**config.mk**
```make
export PLATFORM = sky130hd
export DESIGN_NAME = alu_exec
export DESIGN_NICKNAME = d
export VERILOG_FILES = /design/src/verilog/alu_pkg.sv /design/src/verilog/rs_pkg.sv /design/src/verilog/alu_exec.sv
export VERILOG_INCLUDE_DIRS = /design/src /design/src/verilog
export SDC_FILE = /design/constraint.sdc
export NUM_CORES = 1
export LEC_CHECK = 0
export BUFFER_PORTS_ARGS = -buffer_cell sky130_fd_sc_hd__buf_4
export CORE_MARGIN = 10
export CORE_UTILIZATION = 52
export DETAILED_ROUTE_END_ITERATION = 10
export PLACE_DENSITY_LB_ADDON = 0.05
export SYNTH_ARGS = -nofsm -noshare
export SYNTH_HDL_FRONTEND = slang
export SYNTH_SLANG_ARGS = --single-unit
```
**constraint.sdc**
```tcl
create_clock -name clk -period 0.8 [get_ports clk]
set_input_delay 0.08 -clock clk [delete_from_list [all_inputs] [get_ports clk]]
set_output_delay 0.08 -clock clk [all_outputs]
set_load 0.1 [all_outputs]
```
**src/verilog/alu_issue_config.svh**
```systemverilog
`ifndef ALU_ISSUE_CONFIG_SVH
`define ALU_ISSUE_CONFIG_SVH

// Reservation station entries
`define RS_DEPTH 8

// Physical register tag width, 64 registers
`define PHYS_TAG_W 6

// Integer data width
`define XLEN 32

`endif

```
**src/verilog/alu_pkg.sv**
```systemverilog
`include "alu_issue_config.svh"

package alu_pkg;

  // ALU operations carried from dispatch through to execute
  typedef enum logic [3:0] {
    ADD = 4'd0,
    SUB = 4'd1,
    AND = 4'd2,
    OR  = 4'd3,
    XOR = 4'd4,
    SLL = 4'd5,
    SRL = 4'd6,
    SLT = 4'd7  // Signed compare, result is 0 or 1
  } alu_op_e;

  typedef logic [`XLEN-1:0] xlen_t;

endpackage

```
**src/verilog/rs_pkg.sv**
```systemverilog
`include "alu_issue_config.svh"

package rs_pkg;

  // Physical register name as seen on every broadcast
  typedef logic [`PHYS_TAG_W-1:0] phys_tag_t;

  typedef enum logic [1:0] {
    ENTRY_FREE    = 2'd0,
    ENTRY_WAITING = 2'd1,  // At least one source still outstanding
    ENTRY_READY   = 2'd2
  } entry_state_e;

endpackage
```
**src/verilog/alu_exec.sv**
```systemverilog
`timescale 1ns/1ps

module alu_exec (
  input  logic              clk,
  input  logic              rst_n,
  input  logic              issue_valid,
  input  alu_pkg::alu_op_e  issue_op,
  input  rs_pkg::phys_tag_t issue_dst_tag,
  input  alu_pkg::xlen_t    issue_imm,
  input  logic              issue_use_imm,
  input  alu_pkg::xlen_t    rd1_data,
  input  alu_pkg::xlen_t    rd2_data,
  output logic              alu_wb_valid,
  output rs_pkg::phys_tag_t alu_wb_tag,
  output alu_pkg::xlen_t    alu_wb_data
);
  import alu_pkg::*;

  xlen_t      op_b;
  xlen_t      result;
  logic [4:0] shamt;

  assign op_b  = issue_use_imm ? issue_imm : rd2_data;
  assign shamt = op_b[4:0];

  always_comb begin
    case (issue_op)
      ADD:     result = rd1_data + op_b;
      SUB:     result = rd1_data - op_b;
      AND:     result = rd1_data & op_b;
      OR:      result = rd1_data | op_b;
      XOR:     result = rd1_data ^ op_b;
      SLL:     result = rd1_data << shamt;
      SRL:     result = rd1_data >> shamt;
      SLT:     result = xlen_t'($signed(rd1_data) < $signed(op_b));
      default: result = '0;  // Unused encodings
    endcase
  end

  // ####################
  // Result broadcast

  always_ff @(posedge clk or negedge rst_n) begin
    if (!rst_n) begin
      alu_wb_valid <= 1'b0;
    end else begin
      alu_wb_valid <= issue_valid;
    end
  end

  always_ff @(posedge clk) begin
    if (issue_valid) begin
      alu_wb_tag  <= issue_dst_tag;
      alu_wb_data <= result;
    end
  end

endmodule

```
==> metrics.txt, run 1 <==
status stopped before the end; stage reached global routing; Run Error [ERROR GRT-0232] Routing congestion too high. Check the congestion heatmap in the GUI.; Netlist cell types 79; top-count cell post-synth nand2_1; register area share after synthesis 12.3%; Post-Place Worst Slack -2880 ps; GR repair worst EP alu_wb_data[30]$_DFFE_PP_/D; largest net degree at the start of global routing 60; Synth area leaders ha_1 14%, mux2i_1 14%, edfxtp_1 12%; Longest Clk Path Bufs 2; Primary FF master, synth edfxtp_1; mean post-synth cell area 7.21 um^2; chip width 155 um; Ys Warns 0; EDFF count, synth 38; Yosys reg bits 39; Num CTS Buffers 5; Total Routing Usage GR 64.4%; synthesized area 9510 um^2; Yosys top cell area share 14.3%; GPL Wtd Cong 1.14; Post-synth top cells 136 x nand2_1, 134 x nor2_1, 133 x mux2i_1; dpl hpwl 40300 um; CTS root buffer clkbuf_16; Worst EP Category sequential cell input; Synth async-reset ratio 2.56%; Die Height 155 um; syn_nets 1540; Initial Util 52.9%; Rows 49; IO buf count 148; CTS H-tree depth 2; TritonCTS Sinks 39; Syn Inst Count 1319; IO Pins 149; gr ovfl total 4; area leader, netlist ha_1
==> through the flow <==
step / instance area, um^2 / instances / setup TNS [ps] / util, %
2_1_floorplan: 9770 / 1319 / -79350 / -
3_3_place_gp: 14300 / 2076 / -80880 / 79.8
3_5_place_dp: 14300 / 2076 / -82710 / 79.8
4_1_cts: 16000 / 2123 / -72320 / 88.8
==> per-layer routing <==
| layer | GRT usage (%) | overflow |
|---|---|---|
| met4 | 58.9 | 0 |
| met2 | 80.3 | 4 |
| met3 | 51.7 | 0 |
| met1 | 63.8 | 0 |
| met5 | 27.9 | 0 |
==> kinds of logic after synthesis <==
logic type                 count (synthesis)  synth area share, %
AOI/OAI and AO/OA                        421                 29.2
DFF                                       39                 12.3
adders and majority gates                111                 14.8
xor gates and xnor gates                  20                 1.84
buffers and inverters                    187                 7.54
and+or+nand+nor                          395                 18.5
muxes                                    146                 15.9
==> what timing repair did <==
item | 4_1_cts
cloned | 1
endpoints found under the hold margin | 7
endpoints found under the setup margin | 71
buffers inserted | 31
pin swaps | 46
resized for setup | 241
hold buffers | 7
==> inputs of run 2 (changes only) <==
- CORE_UTILIZATION: 52 -> 37
- PLACE_DENSITY_LB_ADDON: 0.05 -> 0.15
==> run 2 against run 1 <==
  * The flow now finishes, with violations (negative setup slack)
  * Area after synthesis unchanged
  * Synthesized cell count did not move
==> metrics.txt, run 2 <==
status finished with violations; failing checks negative setup slack; number of global-route vias before repair 12700; Crit Path Max Fanout 5; Total Routing Usage GR 31.5%; PwrDens 1250 nW/um^2; Net Switching 0.0100 W; DR vias 13400; IO buf count 148; GPL Wtd Cong 1.01; Yosys top cell area share 14.3%; Seq pwr share 13.0%; fmax 0.315 GHz; final period utilization 397%; antenna viol nets, final 0; Rows 58; Slew headroom 47.8%; Nets 2131; Via density 5.97; total wire length 55800 um; # DRC 0; clock power share 12.4%; Longest Clk Path Bufs 2; register area share after synthesis 12.3%; WP data arrival 3340 ps; initial antenna violation count 2; top flop regs alu_wb_data: 32 flops, alu_wb_tag: 6 flops, alu_wb_valid: 1 flops; Die Height 180 um; gr ovfl total 0; Initial Util 37.7%; DIE AREA 32500 um^2; Post-Place Worst Slack -2980 ps; Final Critical Period 3180 ps; Critical Path Start issue_use_imm; chip width 180 um; setup TNS -71840 ps; CP Data Required Time 960 ps; EDFF count, synth 38; Final Hold Vio Count 0; Crit Path Class in2reg; Setup crit end alu_wb_data[30]; Final WS setup -2380 ps; most common cell after layout, fill and taps aside buf_4; Synth area leaders ha_1 14%, mux2i_1 14%, edfxtp_1 12%; Netlist cell types 79; Num CTS Buffers 5; Post-synth top cells 136 x nand2_1, 134 x nor2_1, 133 x mux2i_1; Synth async-reset ratio 2.56%; # diodes 0; LEAKAGE 7.84 nW; final setup violation count 71; final cell count without fillers 2241; synthesized area 9510 um^2; Primary FF master, synth edfxtp_1; Routed wire per std cell 24.9 um; CTS root buffer clkbuf_16; CP startpoint kind primary input; max reg flops 32; share of cells above drive strength 1 44.4%; Internal 0.0106 W; CTS tree done; area leader, netlist ha_1; register name with the most flops alu_wb_data; syn_nets 1540; dpl hpwl 43400 um; top-count cell post-synth nand2_1; Yosys reg bits 39; largest net degree at the start of global routing 66; most frequent cells in the layout 581 x buf_4, 130 x nor2_1, 130 x nand2_1, 107 x mux2i_1, 94 x a21oi_1; switch share 48.7%; Starting DRT DRC Count 1779; Area Growth Syn to Fin 74.1%; CTS H-tree depth 2; drt pass-1 iters 6; placed cells 2184; TritonCTS Sinks 39; max_cap viols 0; IO Pins 149; Slew @ Worst Pin 774 ps; min-delay worst type in2async; Final Max Slew Viols 0; RSZ-0062 raised after global routing yes; Layout Utilization 65.6%; Setup crit end kind register; maximum VDD drop 0.882 mV; first-pass GRT wire length 79900 um; Ys Warns 0; clock transition at the registers of the reported paths 80 ps; Final Power 0.0206 W; mean post-synth cell area 7.21 um^2; Logic pwr share 74.7%; Syn Inst Count 1319; Core Box Area 25300 um^2
-- run 2: cell type report --
class / instances / area [um^2]
Timing Repair Buffer: 675 / 5690
Inverter: 96 / 373
Fill cell: 2246 / 8700
Tap cell: 330 / 413
Clock inverter: 1 / 7.51
Sequential cell: 39 / 1170
Clock buffer: 7 / 153
Multi-Input combinational cell: 1093 / 8760
-- run 2: what timing repair did --
item | CTS | global route
setup endpoints to repair | 71 | 71
endpoints found under the hold margin | 7 | 0
gates cloned | 3 | 4
pin swaps | 71 | 57
hold buffers | 7 | 0
gates resized for setup | 203 | 98
setup buffers | 22 | 22
-- run 2: metal layers --
| layer | up-vias | GRT usage, % | wire length, um |
|---|---|---|---|
| met1 | 6372 | 43.2 | 23400 |
| met5 | - | 0 | 27 |
| li1 | 6049 | - | - |
| met2 | 827 | 48.3 | 24100 |
| met4 | 4 | 9.45 | 2040 |
| met3 | 132 | 6.71 | 6210 |
-- run 2: through the flow --
step / hold slack [ps] / cell area [um^2]
after global routing: 77.2 / 16600
final: 69.5 / 16600
after detailed placement: -144 / 14500
after global placement: -144 / 14500
after CTS: 67.0 / 15900
after floorplan: -216 / 9770
-- run 2: kinds of logic after synthesis --
group / synth area share, %
xor gates and xnor gates: 1.84
adders and majority gates: 14.8
DFF: 12.3
muxes: 15.9
buffers and inverters: 7.54
and+or+nand+nor: 18.5
AOI/OAI and AO/OA: 29.2
-- run 2: worst min path at each step --
| stage | start | endpoint | slack [ps] | depth (start not counted) |
|---|---|---|---|---|
| CTS | rst_n | alu_wb_valid | 70 | 2 |
| detailed placement | rst_n | alu_wb_valid | -140 | 1 |
| finish | rst_n | alu_wb_valid | 70 | 2 |
| floorplan | rst_n | alu_wb_valid | -220 | 0 |
| global route | rst_n | alu_wb_valid | 80 | 2 |
| global placement | rst_n | alu_wb_valid | -140 | 1 |
-- run 2: critical path, stage by stage --
cell	delay, ps
buf_16	130
mux2i_4	270
ha_4	230
or4_4	550
o311ai_4	320
o22ai_2	160
o41a_1	400
o31a_1	360
o31ai_4	340
mux2_4	330
o211ai_1	150
-- run 2: power groups by stage --
stage / clock [W] / combinational (W) / sequential, W
floorplan: 0 / 0.00534 / 0.00428
global placement: 0 / 0.0130 / 0.00267
detailed placement: 0 / 0.0130 / 0.00266
CTS: 0.00257 / 0.0143 / 0.00267
global route: 0.00261 / 0.0162 / 0.00270
finish: 0.00255 / 0.0154 / 0.00268
No activity file was read; power rests on OpenSTA's default activity.
