<file path="src/verilog/alu_issue_config.svh">
`ifndef ALU_ISSUE_CONFIG_SVH
`define ALU_ISSUE_CONFIG_SVH

// Reservation station entries
`define RS_DEPTH 8

// Physical register tag width, 64 registers
`define PHYS_TAG_W 6

// Integer data width
`define XLEN 32

`endif

</file>
<file path="src/verilog/alu_pkg.sv">
`include "alu_issue_config.svh"

package alu_pkg;

  // ALU operations carried from dispatch through to execute
  typedef enum logic [3:0] {
    ADD = 4'd0,
    SUB = 4'd1,
    AND = 4'd2,
    OR  = 4'd3,
    XOR = 4'd4,
    SLL = 4'd5,
    SRL = 4'd6,
    SLT = 4'd7  // Signed compare, result is 0 or 1
  } alu_op_e;

  typedef logic [`XLEN-1:0] xlen_t;

endpackage

</file>
<file path="src/verilog/rs_pkg.sv">
`include "alu_issue_config.svh"

package rs_pkg;

  // Physical register name as seen on every broadcast
  typedef logic [`PHYS_TAG_W-1:0] phys_tag_t;

  typedef enum logic [1:0] {
    ENTRY_FREE    = 2'd0,
    ENTRY_WAITING = 2'd1,  // At least one source still outstanding
    ENTRY_READY   = 2'd2
  } entry_state_e;

endpackage
</file>
<file path="src/verilog/rs_alu.sv">
`timescale 1ns/1ps
`include "alu_issue_config.svh"

module rs_alu #(
  parameter int DEPTH = `RS_DEPTH
) (
  input  logic              clk,
  input  logic              rst_n,
  input  logic              flush,
  input  logic              dispatch_valid,
  input  alu_pkg::alu_op_e  dispatch_op,
  input  rs_pkg::phys_tag_t dispatch_src1_tag,
  input  logic              dispatch_src1_ready,
  input  rs_pkg::phys_tag_t dispatch_src2_tag,
  input  logic              dispatch_src2_ready,
  input  rs_pkg::phys_tag_t dispatch_dst_tag,
  input  alu_pkg::xlen_t    dispatch_imm,
  input  logic              dispatch_use_imm,
  output logic              dispatch_ready,
  input  logic              ext_wb_valid,
  input  rs_pkg::phys_tag_t ext_wb_tag,
  input  logic              alu_wb_valid,
  input  rs_pkg::phys_tag_t alu_wb_tag,
  output logic              issue_valid,
  output alu_pkg::alu_op_e  issue_op,
  output rs_pkg::phys_tag_t issue_src1_tag,
  output rs_pkg::phys_tag_t issue_src2_tag,
  output rs_pkg::phys_tag_t issue_dst_tag,
  output alu_pkg::xlen_t    issue_imm,
  output logic              issue_use_imm
);
  import rs_pkg::*;
  import alu_pkg::*;

  localparam int IDX_W = (DEPTH > 1) ? $clog2(DEPTH) : 1;

  entry_state_e entry_state   [DEPTH];
  logic         entry_rdy1    [DEPTH];
  logic         entry_rdy2    [DEPTH];
  alu_op_e      entry_op      [DEPTH];
  phys_tag_t    entry_src1    [DEPTH];
  phys_tag_t    entry_src2    [DEPTH];
  phys_tag_t    entry_dst     [DEPTH];
  xlen_t        entry_imm     [DEPTH];
  logic         entry_use_imm [DEPTH];

  logic [DEPTH-1:0] occupied;
  logic [DEPTH-1:0] src1_now;
  logic [DEPTH-1:0] src2_now;
  logic [DEPTH-1:0] can_issue;
  logic [IDX_W-1:0] free_idx;
  logic [IDX_W-1:0] sel_idx;
  logic             free_found;
  logic             sel_valid;
  logic             disp_rdy1;
  logic             disp_rdy2;
  logic             dispatch_fire;

  // True when either broadcast carries this tag in the current cycle
  function automatic logic tag_hit(phys_tag_t tag);
    return (ext_wb_valid && ext_wb_tag == tag) || (alu_wb_valid && alu_wb_tag == tag);
  endfunction

  // ####################
  // Wakeup and select

  always_comb begin
    for (int i = 0; i < DEPTH; i++) begin
      occupied[i]  = (entry_state[i] != ENTRY_FREE);
      src1_now[i]  = entry_rdy1[i] || tag_hit(entry_src1[i]);
      src2_now[i]  = entry_rdy2[i] || tag_hit(entry_src2[i]);
      // A waiting entry woken this cycle may already be picked
      can_issue[i] = (entry_state[i] == ENTRY_READY) ||
                     (entry_state[i] == ENTRY_WAITING && src1_now[i] && src2_now[i]);
    end
    disp_rdy1 = dispatch_src1_ready || tag_hit(dispatch_src1_tag);
    disp_rdy2 = dispatch_src2_ready || dispatch_use_imm || tag_hit(dispatch_src2_tag);
  end

  // Scan downwards so the lowest index wins both searches
  always_comb begin
    free_found = 1'b0;
    free_idx   = '0;
    sel_valid  = 1'b0;
    sel_idx    = '0;
    for (int i = DEPTH - 1; i >= 0; i--) begin
      if (!occupied[i]) begin
        free_found = 1'b1;
        free_idx   = IDX_W'(i);
      end
      if (can_issue[i]) begin
        sel_valid = 1'b1;
        sel_idx   = IDX_W'(i);
      end
    end
  end

  assign dispatch_ready = free_found;
  assign dispatch_fire  = dispatch_valid && dispatch_ready && !flush;

  // ####################
  // Entry state

  always_ff @(posedge clk or negedge rst_n) begin
    if (!rst_n) begin
      for (int i = 0; i < DEPTH; i++) begin
        entry_state[i] <= ENTRY_FREE;
        entry_rdy1[i]  <= 1'b0;
        entry_rdy2[i]  <= 1'b0;
      end
    end else if (flush) begin
      for (int i = 0; i < DEPTH; i++) begin
        entry_state[i] <= ENTRY_FREE;
        entry_rdy1[i]  <= 1'b0;
        entry_rdy2[i]  <= 1'b0;
      end
    end else begin
      for (int i = 0; i < DEPTH; i++) begin
        entry_rdy1[i] <= src1_now[i];
        entry_rdy2[i] <= src2_now[i];
        if (occupied[i]) begin
          entry_state[i] <= (src1_now[i] && src2_now[i]) ? ENTRY_READY : ENTRY_WAITING;
        end
      end
      if (sel_valid) begin
        entry_state[sel_idx] <= ENTRY_FREE;
      end
      if (dispatch_fire) begin
        entry_state[free_idx] <= (disp_rdy1 && disp_rdy2) ? ENTRY_READY : ENTRY_WAITING;
        entry_rdy1[free_idx]  <= disp_rdy1;
        entry_rdy2[free_idx]  <= disp_rdy2;
      end
    end
  end

  always_ff @(posedge clk) begin
    if (dispatch_fire) begin
      entry_op[free_idx]      <= dispatch_op;
      entry_src1[free_idx]    <= dispatch_src1_tag;
      entry_src2[free_idx]    <= dispatch_src2_tag;
      entry_dst[free_idx]     <= dispatch_dst_tag;
      entry_imm[free_idx]     <= dispatch_imm;
      entry_use_imm[free_idx] <= dispatch_use_imm;
    end
  end

  // ####################
  // Issue register

  always_ff @(posedge clk or negedge rst_n) begin
    if (!rst_n) begin
      issue_valid <= 1'b0;
    end else begin
      issue_valid <= sel_valid && !flush;
    end
  end

  always_ff @(posedge clk) begin
    if (sel_valid) begin
      issue_op       <= entry_op[sel_idx];
      issue_src1_tag <= entry_src1[sel_idx];
      issue_src2_tag <= entry_src2[sel_idx];
      issue_dst_tag  <= entry_dst[sel_idx];
      issue_imm      <= entry_imm[sel_idx];
      issue_use_imm  <= entry_use_imm[sel_idx];
    end
  end

  // A refused dispatch takes no entry, so only an issue changes the count
  a_no_dispatch_when_full: assert property (@(posedge clk) disable iff (!rst_n)
    (dispatch_valid && !dispatch_ready && !flush) |=>
      ($countones(occupied) == DEPTH - int'($past(sel_valid))));

  // Flush empties the station, so nothing issues for two cycles
  a_flush_kills_issue: assert property (@(posedge clk) disable iff (!rst_n)
    flush |=> !issue_valid ##1 !issue_valid);

  // The issued entry held both operands and was released by the issue
  a_issue_from_live_entry: assert property (@(posedge clk) disable iff (!rst_n)
    issue_valid |-> ($past(entry_state[sel_idx] != ENTRY_FREE && src1_now[sel_idx] &&
                           src2_now[sel_idx]) &&
                     entry_state[$past(sel_idx)] == ENTRY_FREE));

endmodule

</file>
<file path="config.mk">
export PLATFORM = sky130hd
export DESIGN_NAME = rs_alu
export DESIGN_NICKNAME = d
export VERILOG_FILES = /design/src/verilog/alu_pkg.sv /design/src/verilog/rs_pkg.sv /design/src/verilog/rs_alu.sv
export VERILOG_INCLUDE_DIRS = /design/src /design/src/verilog
export SDC_FILE = /design/constraint.sdc
export NUM_CORES = 1
export LEC_CHECK = 0
export BUFFER_PORTS_ARGS = -buffer_cell sky130_fd_sc_hd__buf_2
export CORE_MARGIN = 3
export CORE_UTILIZATION = 25
export CTS_BUF_LIST = sky130_fd_sc_hd__clkbuf_4 sky130_fd_sc_hd__clkbuf_8
export CTS_CLUSTER_SIZE = 28
export DETAILED_ROUTE_END_ITERATION = 10
export SLEW_MARGIN = 40
export SYNTH_ARGS = -nofsm -noshare
export SYNTH_HDL_FRONTEND = slang
export SYNTH_SLANG_ARGS = --single-unit
</file>
<file path="constraint.sdc">
create_clock -name clk -period 9.1 [get_ports clk]
set_clock_uncertainty 0.05 [all_clocks]
set_input_delay 0.455 -clock clk [delete_from_list [all_inputs] [get_ports clk]]
set_output_delay 0.455 -clock clk [all_outputs]
set_load 0.05 [all_outputs]
</file>
; Word level (Yosys, flattened, before mapping)
; Memories as Yosys holds them, arrays and structs flattened. A register that Yosys moved wholly into a read port is not among the register bits.
; Index checks and enable logic that the tools add are counted.
[word_totals]
regBits = 33
latch_bits = 0
mem_bits_rw = 440
romBits = 0
inputBits = 75
memories = 6
[classes]
n_addsub = 0
n_mul = 0
div = 0
order_cmp = 4
eq_ne = 52
n_shift = 0
n_mux = 76
bitwise_logic = 4
reduce_logical = 120
[memory_table]
columns = name, words, word_bits, rd, rd_clocked_by_memory_dff, wr, line
row1 = entry_imm, 8, 32, 1, 1, 1, rs_alu.sv:44  ; xlen_t entry_imm [DEPTH];
row2 = entry_dst, 8, 6, 1, 1, 1, rs_alu.sv:43  ; phys_tag_t entry_dst [DEPTH];
row3 = entry_src1, 8, 6, 9, 1, 1, rs_alu.sv:41  ; phys_tag_t entry_src1 [DEPTH];
row4 = entry_src2, 8, 6, 9, 1, 1, rs_alu.sv:42  ; phys_tag_t entry_src2 [DEPTH];
row5 = entry_op, 8, 4, 1, 1, 1, rs_alu.sv:40  ; alu_op_e entry_op [DEPTH];
row6 = entry_use_imm, 8, 1, 1, 1, 1, rs_alu.sv:45  ; logic entry_use_imm [DEPTH];
[ops]
columns = op, n
row1 = $eq 6x6->1, 36
row2 = $logic_and 1x1->1, 66
row3 = $mux 16, 4
row4 = $mux 2, 27
row5 = $mux 3, 16
row6 = $logic_or 1x1->1, 45
row7 = $mux 8, 4
row8 = $mux 1, 19
row9 = $and 16x16->16, 1
row10 = $bwmux 16, 1
row11 = $bwmux 8, 2
row12 = $eq 2x1->1 const B, 8
row13 = $eq 2x2->1 const B, 8
row14 = $not 16->16, 1
row15 = $reduce_bool 2->1, 8
row16 = $demux 2 s3, 2
row17 = $ge 4x4->1 const B, 2
row18 = $lt 4x1->1 const B, 2
row19 = $not 3->4, 2
row20 = $demux 1 s3, 1
row21 = $logic_not 1->1, 1

; Longest topological paths before layout
[depth]
word_depth = 27
ltp_mapped = 14

; Worst setup path before layout
; OpenSTA, ideal clock, no wires.
[synth_path]
path_kind = reg-to-reg
startpoint = register entry_state[3] (netlist bit)
endpoint = register entry_rdy1[5] (netlist bit)
arrival_time_ns = 6.135
t_required_ns = 8.918
path_slack_ns = 2.783
stages_incl_launch_ff = 9
synth_period_minus_slack_ns = 6.317
path_cell_list = dfrtp_1 > nor2_1 > nor3_1 > o22ai_1 > a21oi_1 > o22ai_1 > nor3b_1 > mux2i_1 > nor2_1
[synth_via]
elab_chain_len = 16
elab_cells_between_ends = 26
cone_classes = 2 x order compare / 19 x mux / 1 x bitwise / 4 x reduce/logical
[synth_lines]
columns = item, line
row1 = start: declaration, rs_alu.sv:37  ; entry_state_e entry_state [DEPTH];
row2 = start signal: indexed assignment, rs_alu.sv:122  ; entry_state[i] <= (src1_now[i] && src2_now[i]) ? ENTRY_READY : ENTRY_WAITING;
row3 = start signal: indexed assignment, rs_alu.sv:129  ; entry_state[free_idx] <= (disp_rdy1 && disp_rdy2) ? ENTRY_READY : ENTRY_WAITING;
row4 = $reduce_bool 2->1 (*), rs_alu.sv:69  ; occupied[i] = (entry_state[i] != ENTRY_FREE);
row5 = $mux 3 (7 in series), rs_alu.sv:87  ; if (!occupied[i]) begin
row6 = $not 3->4 (not written as such), rs_alu.sv:130  ; entry_rdy1[free_idx] <= disp_rdy1;
row7 = $ge 4x4->1 (not written as such) / $lt 4x1->1 (equally long branches), rs_alu.sv:130
row8 = $logic_and 1x1->1 (not written as such), rs_alu.sv:130
row9 = $mux 1 (not written as such), rs_alu.sv:130
row10 = $demux 1 s3, rs_alu.sv:130
row11 = $bwmux 8, rs_alu.sv:130
row12 = $mux 8 (*), rs_alu.sv:128  ; if (dispatch_fire) begin
row13 = $mux 8 (*), rs_alu.sv:111  ; end else if (flush) begin
row14 = end signal: indexed assignment, rs_alu.sv:119  ; entry_rdy1[i] <= src1_now[i];
row15 = end signal: indexed assignment, rs_alu.sv:130
row16 = end: declaration, rs_alu.sv:38  ; logic entry_rdy1 [DEPTH];
; Mark *: on every way between the ends. The rest lies on a longest branch, timed or not.

==> flow_metrics.env <==
export IMPL_status="finished clean"
export IMPL_synth_warnings=0
export IMPL_worstPathCellList="xnor2_1 -> nand4_1 -> nor4_1 -> o32ai_1 -> o21ai_4 -> buf_4 -> a211o_4 -> or2_2 -> buf_4 -> a22oi_1 -> nand3_1"
export IMPL_n_fill_cell=9331
export IMPL_relSlewSlack_pct=40.89
export IMPL_setup_tns_ns=0
export IMPL_crit_path_max_fanout=61
export IMPL_rows=112
export IMPL_avgSynthCellArea_um2=13.96
export IMPL_yosys_most_used_dff="edfxtp_1"
export IMPL_pwr_share_clk_pct=40.8
export IMPL_drc=0
export IMPL_synth_async_reset_ratio_pct=6.250
export IMPL_dpl_cell_area_um2=25610
export IMPL_cts_root_buf="clkbuf_8"
export IMPL_start_kind="flop"
export IMPL_finalMaxSlewViolations=0
export IMPL_num_nets_final=1941
export IMPL_synth_distinct_cells=58
export IMPL_viasPerCell=4.936
export IMPL_grt_pass1_wl_um=106200
export IMPL_p_seq_share_pct=53.4
export IMPL_cpMostUsedCell="buf_4"
export IMPL_crit_buf_inv=2
export IMPL_area_growth_pct=17.76
export IMPL_ir_drop_v=0.00009855
export IMPL_max_freq_mhz=210.1
export IMPL_syn_area_um2=23630
export IMPL_ant_nets=0
export IMPL_power_leakage_nw=9.072
export IMPL_drt_wl_total_um=71970
export IMPL_die_w_um=313.5
export IMPL_critical_path_endpoint_type="flop"
export IMPL_critical_path_top_delay_family="simple AND/OR/NAND/NOR gates"
export IMPL_rsz0062_at_grt="false"
export IMPL_io_buffers=131
export IMPL_syn_nets=1768
export IMPL_worstMarginPinSlew_ns=0.8857
export IMPL_drt_initial_drc_count=1660
export IMPL_final_common_cell="edfxtp_1"
export IMPL_p_per_area_nw_per_um2=182.4
export IMPL_drive_gt1_share_pct=17.31
export IMPL_grt_usage_pct=14.30
export IMPL_clk_pin_slew_worst_paths_ns=0.06
export IMPL_ys_seq_area_share_pct=66.39
export IMPL_ios=132
export IMPL_overflow=0
export IMPL_place_hpwl_um=44530
export IMPL_ys_ff_latch=528
export IMPL_maxCapViolations=0
export IMPL_gp_congestion=0.8934
export IMPL_start_util_pct=25.28
export IMPL_register_area_um2=15690
export IMPL_worstSetupPathType="reg -> reg"
export IMPL_cts_buffers=86
export IMPL_p_int_mw=3.882
export IMPL_setup_viol=0
export IMPL_antenna_found_initial=11
export IMPL_ctsHoldBuffers=44
export IMPL_cp_slowest_cell="or2_2"
export IMPL_grt_max_degree=117
export IMPL_finalCritPeriodShare_pct=52.31
export IMPL_cts_resized=0
export IMPL_cpPeakStageDelay_ns=0.71
export IMPL_grt_pass1_vias=15800
export IMPL_worst_hold_path_type="in -> reg"
export IMPL_synth_edf_count=495
export IMPL_swShare_pct=23.53
export IMPL_worstPathArrival_ns=5.22
export IMPL_first_pass_iters=7
export IMPL_die_h_um=313.5
export IMPL_finalHoldViolCount=0
export IMPL_clk_latency_ns=0.68
export IMPL_clock_sinks=528
export IMPL_wl_per_cell_um=22.55
export IMPL_p_sw_mw=1.195
export IMPL_synthCells=1693
export IMPL_clockBufferDepth=3
export IMPL_core_area_um2=93470
export IMPL_die_area_um2=98260
export IMPL_cts_setup_buffers=0
export IMPL_multi_input_area_um2=7131
export IMPL_period_minus_slack_ns=4.760
export IMPL_p_comb_share_pct=5.8
export IMPL_layout_common_cells="495 x edfxtp_1, 130 x buf_2, 122 x xor2_1"
export IMPL_tritoncts="built"
export IMPL_h_tree_depth=3
export IMPL_vias=15760
export IMPL_cp_required_ns=9.56
export IMPL_timing_hold_ws_ns=0.1305
export IMPL_fin_area_um2=27830
logic make-up (layout without fill, tap and decap cells):
kind of cell              count (synthesis)  in the layout  synth area share (%)
xor gates and xnor gates                216            216                 8.005
other                                     0              3                     0
AOI/OAI and AO/OA                       403            403                 13.47
muxes                                     4              4                0.1694
DFF                                     528            528                 66.39
buffers and inverters                   189            431                 4.209
and+or+nand+nor                         353            353                 7.756
layer usage:
layer,GRT usage [%],share of wire [%],vias up
met3,3.553,8.5,102
met2,23.32,48,775
met4,3.312,1.8,4
li1,-,-,6920
met5,0,0.038,-
met1,19.16,42,7955
synth_stat cells (2+ instances only):
library cell,instances,share of area [%]
o21ai_0,62,1.3
dfrtp_1,33,3.5
o2111ai_1,55,2.0
o32ai_1,7,0.26
nor2_1,103,1.6
a21oi_1,15,0.32
o31a_1,3,0.11
o22ai_1,2,0.053
a311o_1,2,0.085
nor3_1,24,0.51
a211oi_1,3,0.095
buf_6,26,1.2
xor2_1,122,4.5
nand4_1,29,0.77
nand3_1,56,1.2
o211ai_1,2,0.064
o2bb2ai_1,55,2.0
buf_1,3,0.048
a22oi_1,113,3.6
mux2i_1,4,0.17
a41o_1,7,0.30
clkbuf_4,2,0.064
or2_2,2,0.053
nand2b_1,68,1.8
o311a_1,2,0.085
xnor2_1,94,3.5
nor3b_2,2,0.11
nor2b_1,6,0.16
buf_2,24,0.51
a32o_1,55,2.3
inv_1,61,0.97
a211o_1,4,0.15
clkbuf_1,61,0.97
nor4_1,34,0.90
or3_1,5,0.13
o21a_1,4,0.13
edfxtp_1,495,63
nand2_1,17,0.27
buf_4,11,0.35
o221ai_1,2,0.074
worst reg2reg max path, stage by stage (launching register included):
cell      delay (ns)
edfxtp_1        0.50
xnor2_1         0.18
nand4_1         0.12
nor4_1          0.39
o32ai_1         0.30
o21ai_4         0.25
buf_4           0.65
a211o_4         0.61
or2_2           0.75
buf_4           0.56
a22oi_1         0.16
nand3_1         0.11
worst paths after layout:
kind	from	endpoint	slack, ns	cells after the start
worst min register to register	entry_imm[6][19]	issue_imm[19]	0.48	2
worst min-delay path	dispatch_src1_tag[1]	entry_src1[0][1]	0.13	1
worst max-delay path	entry_src2[0][0]	issue_imm[26]	4.34	11
max in group asynchronous	rst_n	entry_rdy2[5]	8.35	2
worst max register to register	entry_src2[0][0]	issue_imm[26]	4.34	11
min in group asynchronous	rst_n	entry_rdy1[1]	0.25	2
state kept, by name (all words and copies together) (netlist names):
| name | flops |
|---|---|
| entry_rdy2 | 8 |
| issue_src2_tag | 6 |
| issue_use_imm | 1 |
| entry_src1 | 48 |
| entry_use_imm | 8 |
| issue_dst_tag | 6 |
| entry_op | 32 |
| entry_state | 16 |
| entry_dst | 48 |
| issue_imm | 32 |
| issue_op | 4 |
| entry_src2 | 48 |
| entry_rdy1 | 8 |
| issue_src1_tag | 6 |
| issue_valid | 1 |
| entry_imm | 256 |
final cells by class:
type	count	area share [%]
Clock buffer	117	5.157
Clock inverter	40	1.025
Sequential cell	528	56.38
Multi-Input combinational cell	976	25.62
Tap cell	1254	5.638
Timing Repair Buffer	213	5.328
Inverter	61	0.8228
Antenna cell	3	0.02698
per-stage QoR:
| stage | cells | util [%] | power, mW | setup WS (ns) |
|---|---|---|---|---|
| floorplan | 1693 | - | 2.928 | 2.783 |
| global placement | 2979 | 27.22 | 3.028 | 3.562 |
| detailed placement | 2987 | 27.40 | 3.037 | 3.833 |
| CTS | 3188 | 29.72 | 5.124 | 4.350 |
| global route | 3191 | 29.77 | 5.252 | 4.111 |
| finish | 3192 | 29.77 | 5.076 | 4.340 |
power by group through the flow:
stage	logic, mW	registers, mW	clock network, mW
4_1_cts	0.294	2.71	2.12
5_1_grt	0.316	2.71	2.22
3_5_place_dp	0.275	2.76	0
3_3_place_gp	0.267	2.76	0
2_1_floorplan	0.143	2.78	0
6_report	0.293	2.71	2.07
(Power assumes the default switching activity.)
